## src/hw/aimbot_pkg.sv

```systemverilog
package aimbot_pkg;

    localparam int pix_w      = 16; // one RGB565 pixel
    localparam int byte_w     = 8;  // camera data bus
    localparam int line_cnt_w = 12; // enough for a 1280 pixel line

    // byte pairing inside one camera line
    typedef enum logic {
        cap_high,
        cap_low
    } cap_state_t;

    // frame level state of the pixel path
    typedef enum logic [1:0] {
        st_idle,
        st_sync,
        st_run,
        st_fault
    } stream_state_t;

endpackage : aimbot_pkg

```

## src/hw/rgb565_capture.sv

```systemverilog
module rgb565_capture (
    input  logic                              clk,
    input  logic                              rst,
    input  logic                              cap_en,
    input  logic                              href,
    input  logic [aimbot_pkg::byte_w-1:0]     data,
    output logic [aimbot_pkg::pix_w-1:0]      pix,
    output logic                              pix_valid,
    output logic                              line_end,
    output logic [aimbot_pkg::line_cnt_w-1:0] line_len
);

    aimbot_pkg::cap_state_t            state;
    logic [aimbot_pkg::byte_w-1:0]     hi_byte;
    logic [aimbot_pkg::line_cnt_w-1:0] pix_cnt;
    logic                              href_d;
    logic                              href_fall;
    logic                              take;

    assign take      = cap_en && href; // one byte per clock while this is high
    assign href_fall = href_d && !href;

    always_ff @(posedge clk) begin
        if (rst) begin
            state     <= aimbot_pkg::cap_high;
            href_d    <= 1'b0;
            pix_valid <= 1'b0;
            line_end  <= 1'b0;
            pix_cnt   <= '0;
        end else begin
            href_d    <= href;
            pix_valid <= take && (state == aimbot_pkg::cap_low);
            line_end  <= href_fall && cap_en;
            if (!take) begin
                state <= aimbot_pkg::cap_high; // an odd byte left at line end is lost
            end else if (state == aimbot_pkg::cap_high) begin
                state <= aimbot_pkg::cap_low;
            end else begin
                state   <= aimbot_pkg::cap_high;
                pix_cnt <= pix_cnt + 1'b1;
            end
            if (href_fall) begin
                pix_cnt <= '0;
            end
        end
    end

    // the high byte comes first on the bus
    always_ff @(posedge clk) begin
        if (take && state == aimbot_pkg::cap_high) begin
            hi_byte <= data;
        end
        if (take && state == aimbot_pkg::cap_low) begin
            pix <= {hi_byte, data};
        end
        if (href_fall) begin
            line_len <= pix_cnt; // last pixel of the line is already counted here
        end
    end

    // a pixel only leaves while capture is enabled
    a_valid_needs_en : assert property (
        @(posedge clk) disable iff (rst)
        pix_valid |-> cap_en
    );

endmodule : rgb565_capture

```

## src/hw/line_fifo.sv

```systemverilog
module line_fifo #(
    parameter int fifo_depth = 16
) (
    input  logic                         clk,
    input  logic                         rst,
    input  logic                         flush,
    input  logic                         wr,
    input  logic [aimbot_pkg::pix_w-1:0] wdata,
    input  logic                         rd,
    output logic [aimbot_pkg::pix_w-1:0] rdata,
    output logic                         empty,
    output logic                         full,
    output logic                         overflow
);

    localparam int addr_w = $clog2(fifo_depth);

    logic [aimbot_pkg::pix_w-1:0] mem [fifo_depth];
    logic [addr_w-1:0]            wr_ptr;
    logic [addr_w-1:0]            rd_ptr;
    logic [addr_w:0]              count;
    logic                         do_wr;
    logic                         do_rd;

    assign empty = (count == '0);
    assign full  = (count == (addr_w + 1)'(fifo_depth));
    assign do_wr = wr && !full && !flush;
    assign do_rd = rd && !empty && !flush;
    assign rdata = mem[rd_ptr]; // head word is visible while not empty

    always_ff @(posedge clk) begin
        if (rst || flush) begin
            wr_ptr   <= '0;
            rd_ptr   <= '0;
            count    <= '0;
            overflow <= 1'b0;
        end else begin
            overflow <= wr && full; // the incoming pixel is dropped
            if (do_wr) begin
                wr_ptr <= wr_ptr + 1'b1;
            end
            if (do_rd) begin
                rd_ptr <= rd_ptr + 1'b1;
            end
            case ({do_wr, do_rd})
                2'b10:   count <= count + 1'b1;
                2'b01:   count <= count - 1'b1;
                default: count <= count;
            endcase
        end
    end

    always_ff @(posedge clk) begin
        if (do_wr) begin
            mem[wr_ptr] <= wdata;
        end
    end

    // the reader must look at empty before popping
    a_no_rd_empty : assert property (
        @(posedge clk) disable iff (rst)
        rd |-> !empty
    );

endmodule : line_fifo

```

## src/hw/pixel_combine.sv

```systemverilog
module pixel_combine (
    input  logic                              clk,
    input  logic                              rst,
    input  logic                              run,
    input  logic                              flush,
    input  logic [aimbot_pkg::pix_w-1:0]      rdata_1,
    input  logic [aimbot_pkg::pix_w-1:0]      rdata_2,
    input  logic                              empty_1,
    input  logic                              empty_2,
    input  logic                              overflow_1,
    input  logic                              overflow_2,
    input  logic                              line_end_1,
    input  logic                              line_end_2,
    input  logic [aimbot_pkg::line_cnt_w-1:0] line_len_1,
    input  logic [aimbot_pkg::line_cnt_w-1:0] line_len_2,
    output logic                              rd,
    output logic [aimbot_pkg::pix_w-1:0]      pixel_1,
    output logic [aimbot_pkg::pix_w-1:0]      pixel_2,
    output logic                              valid,
    output logic                              fault
);

    logic [aimbot_pkg::line_cnt_w-1:0] pend_len;
    logic [aimbot_pkg::line_cnt_w-1:0] new_len;
    logic                              pend;
    logic                              pend_src; // low for cam1, high for cam2
    logic                              pend_nxt;
    logic                              mismatch;

    // both pixels of a pair leave together
    assign rd      = run && !empty_1 && !empty_2;
    assign new_len = line_end_1 ? line_len_1 : line_len_2;

    always_comb begin
        mismatch = 1'b0;
        pend_nxt = pend;
        if (line_end_1 && line_end_2) begin
            mismatch = pend || (line_len_1 != line_len_2);
            pend_nxt = 1'b0;
        end else if (line_end_1 || line_end_2) begin
            if (!pend) begin
                pend_nxt = 1'b1;
            end else if (pend_src != line_end_2) begin
                mismatch = (pend_len != new_len);
                pend_nxt = 1'b0;
            end else begin
                // same camera ended twice, so the other one lost a line
                mismatch = 1'b1;
            end
        end
    end

    always_ff @(posedge clk) begin
        if (rst) begin
            valid <= 1'b0;
            fault <= 1'b0;
            pend  <= 1'b0;
        end else begin
            valid <= rd;
            fault <= overflow_1 || overflow_2 || (mismatch && !flush);
            pend  <= pend_nxt && !flush;
        end
    end

    always_ff @(posedge clk) begin
        if (rd) begin
            pixel_1 <= rdata_1;
            pixel_2 <= rdata_2;
        end
        if ((line_end_1 || line_end_2) && !pend) begin
            pend_len <= new_len;
            pend_src <= line_end_2;
        end else if (line_end_1 != line_end_2 && pend && pend_src == line_end_2) begin
            pend_len <= new_len; // keep the newest length of the repeating camera
        end
    end

    a_no_valid_stopped : assert property (
        @(posedge clk) disable iff (rst)
        !run |=> !valid
    );

endmodule : pixel_combine

```

## src/hw/hsync_gen.sv

```systemverilog
module hsync_gen #(
    parameter int hs_after = 5,
    parameter int hs_hold  = 5
) (
    input  logic clk,
    input  logic rst,
    input  logic href,
    output logic hsync
);

    localparam int               cnt_w  = $clog2(hs_after + hs_hold + 1);
    localparam logic [cnt_w-1:0] on_at  = cnt_w'(hs_after);
    localparam logic [cnt_w-1:0] off_at = cnt_w'(hs_after + hs_hold);

    logic [cnt_w-1:0] cnt; // cycles since the last falling edge of href
    logic             active;
    logic             href_d;
    logic             href_fall;

    assign href_fall = href_d && !href;
    assign hsync     = active && (cnt >= on_at);

    always_ff @(posedge clk) begin
        if (rst) begin
            href_d <= 1'b0;
            active <= 1'b0;
            cnt    <= '0;
        end else begin
            href_d <= href;
            if (href_fall) begin
                active <= 1'b1; // restarts a count already running
                cnt    <= cnt_w'(1);
            end else if (active) begin
                if (cnt == off_at - 1'b1) begin
                    active <= 1'b0;
                end
                cnt <= cnt + 1'b1;
            end
        end
    end

endmodule : hsync_gen

```

## src/hw/stream_ctrl.sv

```systemverilog
module stream_ctrl (
    input  logic                      clk,
    input  logic                      rst,
    input  logic                      en,
    input  logic                      vsync_1,
    input  logic                      vsync_2,
    input  logic                      fault,
    output logic                      cap_en,
    output logic                      flush,
    output logic                      run,
    output aimbot_pkg::stream_state_t state
);

    aimbot_pkg::stream_state_t state_nxt;
    logic                      vs_both;
    logic                      vs_both_d;
    logic                      vs_rise;

    assign vs_both = vsync_1 && vsync_2;
    assign vs_rise = vs_both && !vs_both_d;

    // capture and readout only while a frame is running
    assign cap_en = (state == aimbot_pkg::st_run);
    assign run    = (state == aimbot_pkg::st_run);

    always_comb begin
        state_nxt = state;
        flush     = 1'b0;
        case (state)
            aimbot_pkg::st_idle: begin
                if (en) begin
                    state_nxt = aimbot_pkg::st_sync;
                end
            end
            aimbot_pkg::st_sync: begin
                if (vs_both) begin
                    flush     = 1'b1;
                    state_nxt = aimbot_pkg::st_run;
                end
            end
            aimbot_pkg::st_run: begin
                if (fault) begin
                    state_nxt = aimbot_pkg::st_fault;
                end
            end
            aimbot_pkg::st_fault: begin
                // wait for a fresh frame start from both sensors
                if (vs_rise) begin
                    flush     = 1'b1;
                    state_nxt = aimbot_pkg::st_run;
                end
            end
            default: state_nxt = aimbot_pkg::st_idle;
        endcase
        if (!en) begin
            state_nxt = aimbot_pkg::st_idle;
            flush     = 1'b0;
        end
    end

    always_ff @(posedge clk) begin
        if (rst) begin
            state     <= aimbot_pkg::st_idle;
            vs_both_d <= 1'b0;
        end else begin
            state     <= state_nxt;
            vs_both_d <= vs_both;
        end
    end

    a_flush_enters_run : assert property (
        @(posedge clk) disable iff (rst)
        flush |=> (state == aimbot_pkg::st_run)
    );

endmodule : stream_ctrl

```

## src/hw/aimbot_vision.sv

```systemverilog
module aimbot_vision #(
    parameter int fifo_depth = 16,
    parameter int hs_after   = 5,
    parameter int hs_hold    = 5
) (
    input  logic                          clk,
    input  logic                          rst,
    input  logic                          en,
    input  logic                          cam1_vsync,
    input  logic                          cam1_href,
    input  logic [aimbot_pkg::byte_w-1:0] cam1_data,
    input  logic                          cam2_vsync,
    input  logic                          cam2_href,
    input  logic [aimbot_pkg::byte_w-1:0] cam2_data,
    output logic                          hdmi_de,
    output logic [7:0]                    hdmi_r,
    output logic [7:0]                    hdmi_g,
    output logic [7:0]                    hdmi_b,
    output logic                          hdmi_hsync,
    output logic                          hdmi_vsync,
    output logic [aimbot_pkg::pix_w-1:0]  pix2,
    output logic                          comb_err,
    output aimbot_pkg::stream_state_t     state
);

    logic [aimbot_pkg::pix_w-1:0]      cam1_pix, cam2_pix;
    logic                              cam1_pix_valid, cam2_pix_valid;
    logic                              cam1_line_end, cam2_line_end;
    logic [aimbot_pkg::line_cnt_w-1:0] cam1_line_len, cam2_line_len;
    logic [aimbot_pkg::pix_w-1:0]      fifo1_rdata, fifo2_rdata;
    logic                              fifo1_empty, fifo2_empty;
    logic                              fifo1_overflow, fifo2_overflow;
    logic [aimbot_pkg::pix_w-1:0]      comb_pix_1, comb_pix_2;
    logic                              comb_rd;
    logic                              comb_valid;
    logic                              comb_fault;
    logic                              cap_en;
    logic                              flush;
    logic                              run;

    rgb565_capture u_cam1_capture (
        .clk      (clk           ),
        .rst      (rst           ),
        .cap_en   (cap_en        ),
        .href     (cam1_href     ),
        .data     (cam1_data     ),
        .pix      (cam1_pix      ),
        .pix_valid(cam1_pix_valid),
        .line_end (cam1_line_end ),
        .line_len (cam1_line_len )
    );

    rgb565_capture u_cam2_capture (
        .clk      (clk           ),
        .rst      (rst           ),
        .cap_en   (cap_en        ),
        .href     (cam2_href     ),
        .data     (cam2_data     ),
        .pix      (cam2_pix      ),
        .pix_valid(cam2_pix_valid),
        .line_end (cam2_line_end ),
        .line_len (cam2_line_len )
    );

    // the line buffers soak up the skew between the two sensors
    line_fifo #(.fifo_depth(fifo_depth)) u_cam1_fifo (
        .clk     (clk           ),
        .rst     (rst           ),
        .flush   (flush         ),
        .wr      (cam1_pix_valid),
        .wdata   (cam1_pix      ),
        .rd      (comb_rd       ),
        .rdata   (fifo1_rdata   ),
        .empty   (fifo1_empty   ),
        .full    (              ),
        .overflow(fifo1_overflow)
    );

    line_fifo #(.fifo_depth(fifo_depth)) u_cam2_fifo (
        .clk     (clk           ),
        .rst     (rst           ),
        .flush   (flush         ),
        .wr      (cam2_pix_valid),
        .wdata   (cam2_pix      ),
        .rd      (comb_rd       ),
        .rdata   (fifo2_rdata   ),
        .empty   (fifo2_empty   ),
        .full    (              ),
        .overflow(fifo2_overflow)
    );

    pixel_combine u_pixel_combine (
        .clk       (clk           ),
        .rst       (rst           ),
        .run       (run           ),
        .flush     (flush         ),
        .rdata_1   (fifo1_rdata   ),
        .rdata_2   (fifo2_rdata   ),
        .empty_1   (fifo1_empty   ),
        .empty_2   (fifo2_empty   ),
        .overflow_1(fifo1_overflow),
        .overflow_2(fifo2_overflow),
        .line_end_1(cam1_line_end ),
        .line_end_2(cam2_line_end ),
        .line_len_1(cam1_line_len ),
        .line_len_2(cam2_line_len ),
        .rd        (comb_rd       ),
        .pixel_1   (comb_pix_1    ),
        .pixel_2   (comb_pix_2    ),
        .valid     (comb_valid    ),
        .fault     (comb_fault    )
    );

    hsync_gen #(.hs_after(hs_after), .hs_hold(hs_hold)) u_hsync_gen (
        .clk  (clk       ),
        .rst  (rst       ),
        .href (cam1_href ),
        .hsync(hdmi_hsync)
    );

    stream_ctrl u_stream_ctrl (
        .clk    (clk       ),
        .rst    (rst       ),
        .en     (en        ),
        .vsync_1(cam1_vsync),
        .vsync_2(cam2_vsync),
        .fault  (comb_fault),
        .cap_en (cap_en    ),
        .flush  (flush     ),
        .run    (run       ),
        .state  (state     )
    );

    assign comb_err   = (state == aimbot_pkg::st_fault);
    assign hdmi_vsync = cam1_vsync;

    always_ff @(posedge clk) begin
        if (rst) begin
            hdmi_de <= 1'b0;
        end else begin
            hdmi_de <= comb_valid; // lines up with the registered colors
        end
    end

    // 565 fields widened to 8 bits with zeros in the low bits
    always_ff @(posedge clk) begin
        hdmi_r <= {comb_pix_1[15:11], 3'b000};
        hdmi_g <= {comb_pix_1[10:5], 2'b00};
        hdmi_b <= {comb_pix_1[4:0], 3'b000};
        pix2   <= comb_pix_2;
    end

endmodule : aimbot_vision

```

## config.mk

```make
export PLATFORM = sky130hd
export DESIGN_NAME = aimbot_vision
export DESIGN_NICKNAME = d
export VERILOG_FILES = /design/src/hw/aimbot_pkg.sv /design/src/hw/rgb565_capture.sv /design/src/hw/line_fifo.sv /design/src/hw/pixel_combine.sv /design/src/hw/hsync_gen.sv /design/src/hw/stream_ctrl.sv /design/src/hw/aimbot_vision.sv
export SDC_FILE = /design/constraint.sdc
export NUM_CORES = 1
export LEC_CHECK = 0
export BUFFER_PORTS_ARGS = -buffer_cell sky130_fd_sc_hd__buf_2
export CAP_MARGIN = 30
export CORE_AREA = 10 10 246 248
export DETAILED_ROUTE_END_ITERATION = 10
export DIE_AREA = 0 0 256 258
export HOLD_SLACK_MARGIN = 0.08
export PLACE_DENSITY_LB_ADDON = 0.1
export SYNTH_ARGS = -nofsm -noshare
export SYNTH_HDL_FRONTEND = slang
export SYNTH_SLANG_ARGS = --single-unit
```

## constraint.sdc

```tcl
create_clock -name clk -period 8.69 [get_ports clk]
set_input_delay 1.3035 -clock clk [delete_from_list [all_inputs] [get_ports clk]]
set_output_delay 1.3035 -clock clk [all_outputs]
set_load 0.02 [all_outputs]
```

Word-level counts from Yosys, hierarchy flattened --
Memories as Yosys holds them, arrays and structs flattened. A register that Yosys moved wholly into a read port is not among the register bits. Index checks and enable logic that the tools add are counted.
Cells by class: add/subtract/negate cells 11, magnitude comparators 1, eq/ne operators 18, multiplexer cells 32, bitwise operators 5, reductions and logical operators 60
Operator list (count):
- 2-to-1 mux 12 bit | 3
- logical AND 1 bit | 31
- adder 12 x 1 -> 12 bit, second input constant | 2
- inequality test 12 bit | 2
- 2-to-1 mux 1 bit | 22
- adder 4 x 1 -> 4 bit, second input constant | 5
- one-hot mux 5 bit (2 select lines) | 2
- adder 5 x 1 -> 5 bit, second input constant | 2
- equality test 5 bit, second input constant | 2
- logical NOT 5 bit | 2
- OR reduction 2 bit | 5
- subtractor 5 x 1 -> 5 bit, second input constant | 2
- logical NOT 1 bit | 9
- equality test 2 bit, second input constant | 4
- one-hot mux 2 bit (4 select lines) | 1
- nonzero test 2 bit | 4
- equality test 2 x 1 -> 1 bit, second input constant | 3
- 2-to-1 mux 2 bit | 3
- inequality test 2 x 1 -> 1 bit, second input constant | 3
- logical OR 1 bit | 5
- NOT 1 bit | 5
- equality test 4 bit, second input constant | 1
- greater-or-equal comparator 4 x 3 -> 1 bit, second input constant | 1
- AND reduction 2 bit | 2
- other kinds (5) | 6
Word-level totals: register bits after elaboration 189, RAM bits 512, input port bits 23, output and inout bits 46, word-level logic and storage cells 168, memories 2
Memory list:
- u_cam1_fifo.mem | depth 16, bits a word 16, read ports 1, clocked after memory_dff 1, write ports 1, RTL line line_fifo.sv:18 | logic [aimbot_pkg::pix_w-1:0] mem [fifo_depth];
- u_cam2_fifo.mem | depth 16, bits a word 16, read ports 1, clocked after memory_dff 1, write ports 1, RTL line line_fifo.sv:18

Depth between registers and ports, before layout --
depth in word-level cells 9, depth in mapped cells 12, mapped depth without buffers 12

By module --
A second synthesis with hierarchy kept.
Second synthesis, totals: cells, all modules 1399, area total of the unflattened synthesis 28428.5 um2
Modules (own cells, without submodules):
- line_fifo | times used 2, cells an instance 483, area an instance 10844.2 um2, sequential area each 8047.7 um2
- rgb565_capture | times used 2, cells an instance 115, area an instance 1794.2 um2, sequential area each 1401.3 um2
- pixel_combine | times used 1, cells an instance 113, area an instance 1971.9 um2, sequential area each 1411.4 um2
- aimbot_vision | times used 1, cells an instance 45, area an instance 752.0 um2, sequential area each 660.6 um2
- hsync_gen | times used 1, cells an instance 30, area an instance 286.5 um2, sequential area each 120.1 um2
- stream_ctrl | times used 1, cells an instance 15, area an instance 141.4 um2, sequential area each 60.1 um2

Worst setup path after synthesis --
OpenSTA, ideal clock, no wires.
path kind register to register, start point reg u_stream_ctrl.state[1], end point reg u_pixel_combine.pixel_1[0] in the netlist's numbering, read port of u_cam1_fifo.mem, enable pin, library setup time 474 ps, arrival time 3243 ps, data required time 8216 ps, setup slack 4973 ps, stages on the path, launching flop included 4, buffers on the path 1, period minus slack after synthesis 3717 ps, cell sequence dfxtp_1 > nand2b_1 > clkbuf_1 > a221oi_1
Between the ends: longest elaborated chain between the ends 3
RTL lines:
- start, declared | RTL line stream_ctrl.sv:11 | output aimbot_pkg::stream_state_t state
- start signal, assigned | RTL line stream_ctrl.sv:63 | state <= aimbot_pkg::st_idle;
- start signal, assigned | RTL line stream_ctrl.sv:66 | state <= state_nxt;
- equality test 2 bit | RTL line stream_ctrl.sv:24 | assign run = (state == aimbot_pkg::st_run);
- logical AND 1 bit (2 in a row) | RTL line pixel_combine.sv:31 | assign rd = run && !empty_1 && !empty_2;
- net comb_rd | RTL line aimbot_vision.sv:34 | logic comb_rd;
- end, declared | RTL line pixel_combine.sv:17 | output logic [aimbot_pkg::pix_w-1:0] pixel_1,
The timed path passes the listed nets, and every way through them passes these cells. A chain may end at the register's enable or synchronous reset.

Final worst setup path --
start point in cam1_vsync, end point reg u_cam2_fifo.count[4]
Between the ends: longest elaborated chain between the ends 9, elaborated cells on any way between the ends 14, classes of those cells eq/ne (2); mux (5); reduce/logical (7)
RTL lines:
- start, declared | RTL line aimbot_vision.sv:9 | input logic cam1_vsync,
- logical AND 1 bit * | RTL line stream_ctrl.sv:19 | assign vs_both = vsync_1 && vsync_2;
- logical AND 1 bit | RTL line stream_ctrl.sv:20 | assign vs_rise = vs_both && !vs_both_d;
- 2-to-1 mux 1 bit | RTL line stream_ctrl.sv:48 | if (vs_rise) begin
- one-hot mux 1 bit (2 select lines) * | RTL line stream_ctrl.sv:29 | case (state)
- 2-to-1 mux 1 bit * | RTL line stream_ctrl.sv:55 | if (!en) begin
- logical NOT 1 bit | RTL line line_fifo.sv:27, line_fifo.sv:28
- logical AND 1 bit (on tied branches) | RTL line line_fifo.sv:28, line_fifo.sv:27
- equality test 2 x 1 -> 1 bit or equality test 2 bit (tied branches) | RTL line line_fifo.sv:45 | case ({do_wr, do_rd})
- one-hot mux 5 bit (2 select lines) or nonzero test 2 bit (tied branches)
- end signal, assigned | RTL line line_fifo.sv:46 | 2'b10: count <= count + 1'b1;
- end signal, assigned | RTL line line_fifo.sv:47 | 2'b01: count <= count - 1'b1;
- end signal, assigned | RTL line line_fifo.sv:48 | default: count <= count;
- end, declared | RTL line line_fifo.sv:21 | logic [addr_w:0] count;
Mark *: on every way between the ends. The rest lies on a longest branch, timed or not.

==> flow_metrics.py <==
metrics = {
    "run_status": {
        "outcome": "finished, final reports clean",
    },
    "finish": {
        "drive_gt1_share_pct": 26.34,
        "nets": 1505,
        "design_area_mm2": 0.03142,
        "areaGrowthSynthToFinish_pct": 13.88,
        "nFillCells": 4218,
        "antenna_cells": 0,
        "final_cells": 2271,
    },
    "timing": {
        "fin_crit_sh_pct": 42.20,
        "drv_slew": 0,
        "fmax_mhz": 272.7,
        "hold_viol_final": 0,
        "fin_setup_tns_ps": 0,
        "fin_ws_ps": 5023,
        "worstMarginPinSlew_ps": 1004,
        "setup_viol_count_final": 0,
        "slew_headroom_pct": 33.01,
        "finalCriticalPeriod_ps": 3667,
        "worst_clock_skew_ps": 23.37,
        "grt_setup_unrepaired": "no",
    },
    "route": {
        "wl_um": 54040,
        "dr.pass1.iters": 4,
        "vias": 12530,
        "drcViolationCount": 0,
        "routedWlPerCell_um": 23.80,
        "ant_nets": 0,
        "drtIter0Drc": 1067,
        "vias_per_cell": 5.516,
    },
    "placed_design": {
        "place_area_mm2": 0.02905,
        "gp_congestion": 0.7583,
        "placed_cells": 2133,
        "dp_hpwl_um": 33930,
        "port_buffers": 60,
        "pre_cts_ws_ps": 4464,
    },
    "clock_network": {
        "cts_hold_buf": 0,
        "clockBufferDepth": 3,
        "root_buffer": "clkbuf_16",
        "cts_resized": 0,
        "cts.clk_slew.worst_paths_ps": 60,
        "post_cts_buffers": 0,
        "cts_htree_levels": 3,
        "cts_buffers": 76,
        "cts_tree": "built",
        "cts.sinks": 733,
        "clk_latency_ps": 610,
    },
    "flow_run": {
        "max_cap_violations": 0,
    },
    "logic_synthesis": {
        "synthAdderAreaFrac_pct": 1.279,
        "synth_flop_cell": "edfxtp_1",
        "ys_ff_latch": 733,
        "muxShareOfSynthArea_pct": 14.19,
        "synth-simple-area-share_pct": 3.559,
        "async_flop_share_pct": 0,
        "synth.distinct_cells": 49,
        "synth_top_family_by_area": "multiplexers",
        "ys_seq_area_share_pct": 76.00,
        "synthesis.area_mm2": 0.02759,
        "synth_edf_count": 629,
        "synth_xor_area_share_pct": 2.095,
        "yosys_warnings": 0,
        "syn_avg_cell_area_um2": 20.84,
        "synth-compound-area-share_pct": 0.8978,
        "netlist_instances": 1324,
    },
    "die": {
        "rows": 87,
        "die_w_um": 256,
        "initial_core_util_pct": 49.51,
        "coreArea_mm2": 0.05573,
        "die_area_mm2": 0.06605,
        "num_io_pins": 69,
        "die_h_um": 258,
    },
    "worst_setup_path": {
        "worstSetupEndpointType": "flip-flop",
        "criticalPathCategory": "input pin to flip-flop",
        "r2r_slack_ps": 5340,
        "cp_max_fo": 9,
        "cp-start-kind": "input pin",
        "worst_r2r_path_depth": 10,
        "required_ps": 9220,
        "crit_arrival_ps": 4200,
    },
    "pwr": {
        "max-vdd-ir-drop_mv": 0.1653,
        "power_density_mw_per_mm2": 220.0,
        "leakagePower_nw": 10.24,
    },
    "global_routing": {
        "grt_usage_pct": 16.51,
        "grt_start_max_net_pins": 65,
        "antenna_found_initial": 1,
        "first_global_vias": 12900,
        "grt.overflow.total": 0,
        "grt_pass1_wl_um": 81930,
    },
    "hold_path": {
        "hold_class": "flip-flop to flip-flop",
        "hold_depth": 0,
    },
}
## cell type report
type                    count  area [um2]  area share (%)
inverters                  20       75.07          0.2389
well taps                 756       945.9           3.010
flip-flops and latches    733       20980           66.76
repair buffers            107       823.3           2.620
clock inverters            35       320.3           1.019
clock buffers             103        2054           6.538
multi-input cells         517        6225           19.81
## logic make-up (layout without fill, tap and decap cells)
logic type               count (synthesis)  after routing
flip-flops                             733            733
AO/OA/AOI/OAI                           38             38
AND/OR/NAND/NOR                        198            198
buffers and inverters                   81            265
adder cells (fa/ha/maj)                 27             27
XOR/XNOR                                66             66
multiplexers                           180            180
other                                    1              8
## sequential cells by signal, indices dropped and copies added (netlist names), 8 cells and up
signal and count:
u_cam2_fifo.mem 256, pix2 16, u_cam2_capture.pix 16, u_cam1_capture.line_len 12, u_cam2_capture.pix_cnt 12, u_pixel_combine.pixel_1 16
u_cam1_capture.hi_byte 8, u_cam2_capture.line_len 12, u_cam2_capture.hi_byte 8, u_cam1_capture.pix 16, u_pixel_combine.pixel_2 16, u_pixel_combine.pend_len 12
u_cam1_capture.pix_cnt 12, u_cam1_fifo.mem 256
## routing by layer
layer  track usage [%]  up-vias  wire (um)
met5                 0        -          0
met4             5.108        0       1179
met3             3.452       87       2613
met2             25.58      274      25770
met1             23.35     6594      24480
li1                  -     5571          -
## worst paths after layout
check,to,from
worst min-delay path,hdmi_g[6],u_pixel_combine.pixel_1[9]
worst min register to register,hdmi_g[6],u_pixel_combine.pixel_1[9]
worst max-delay path,u_cam2_fifo.count[4],cam1_vsync
worst max register to register,u_cam2_fifo.count[4],u_stream_ctrl.state[1]
## critical path, stage by stage
cell     delay (ps)
buf_2            90
and3_1          200
nand3_1         390
and2_1          340
inv_1            80
ha_1            230
inv_1           110
fa_1            440
nor2b_1         150
o21ai_0         120
and3_1          200
or4_1           390
a21oi_1         140
## cells in the final DEF (no fill, tap or decap), drive strengths merged, types with 10 or more instances in the layout
cell type | synthesis | final
a21oi | 17 | 17
and3 | 12 | 12
buf | 44 | 107
clkbuf | 15 | 103
clkinv | 0 | 27
dfxtp | 104 | 104
edfxtp | 629 | 629
ha | 25 | 25
inv | 20 | 22
mux2 | 12 | 12
mux4 | 160 | 160
nand2 | 23 | 23
nand2b | 10 | 10
nand3 | 17 | 17
nand4 | 11 | 11
nor2 | 82 | 82
nor2b | 10 | 10
nor3 | 13 | 13
xnor2 | 32 | 32
xor2 | 34 | 34
## stage by stage
stage          hold WS (ps)  util [%]  power (mW)
6_report              339.3     56.38       6.913
5_1_grt               345.5     56.38       7.121
4_1_cts               341.3     56.38       6.990
3_5_place_dp          327.8     52.12       3.875
3_3_place_gp          323.8     51.49       3.873
2_1_floorplan         323.3         -       3.865
## where the power goes
group | switching (mW) | leakage [nW] | internal [mW]
sequential | 0.00243 | 6.59 | 3.77
combinational | 0.0199 | 2.48 | 0.00884
clock | 1.28 | 1.17 | 1.83
## cells in the mapped netlist, drive strengths merged, types with 2 or more instances
cell type | n | share of area (%)
dfxtp | 104 | 7.5
or3 | 4 | 0.091
nand2b | 10 | 0.23
and4 | 2 | 0.063
xnor2 | 32 | 1.0
mux4 | 160 | 13
nor3 | 13 | 0.24
nand4 | 11 | 0.25
a221oi | 3 | 0.16
clkbuf | 15 | 0.29
and4b | 2 | 0.073
fa | 2 | 0.15
a21boi | 2 | 0.054
a21o | 3 | 0.082
nand3 | 17 | 0.31
and2 | 7 | 0.16
dlygate4sd1 | 2 | 0.063
edfxtp | 629 | 68
nor4 | 4 | 0.20
nor2b | 10 | 0.23
nand2 | 23 | 0.31
mux2 | 12 | 0.49
buf | 44 | 1.3
nor2 | 82 | 1.1
inv | 20 | 0.27
a21oi | 17 | 0.31
mux2i | 8 | 0.29
xor2 | 34 | 1.1
ha | 25 | 1.1
and3 | 12 | 0.27
o21ai | 7 | 0.13
No activity file was read; power rests on OpenSTA's default activity.
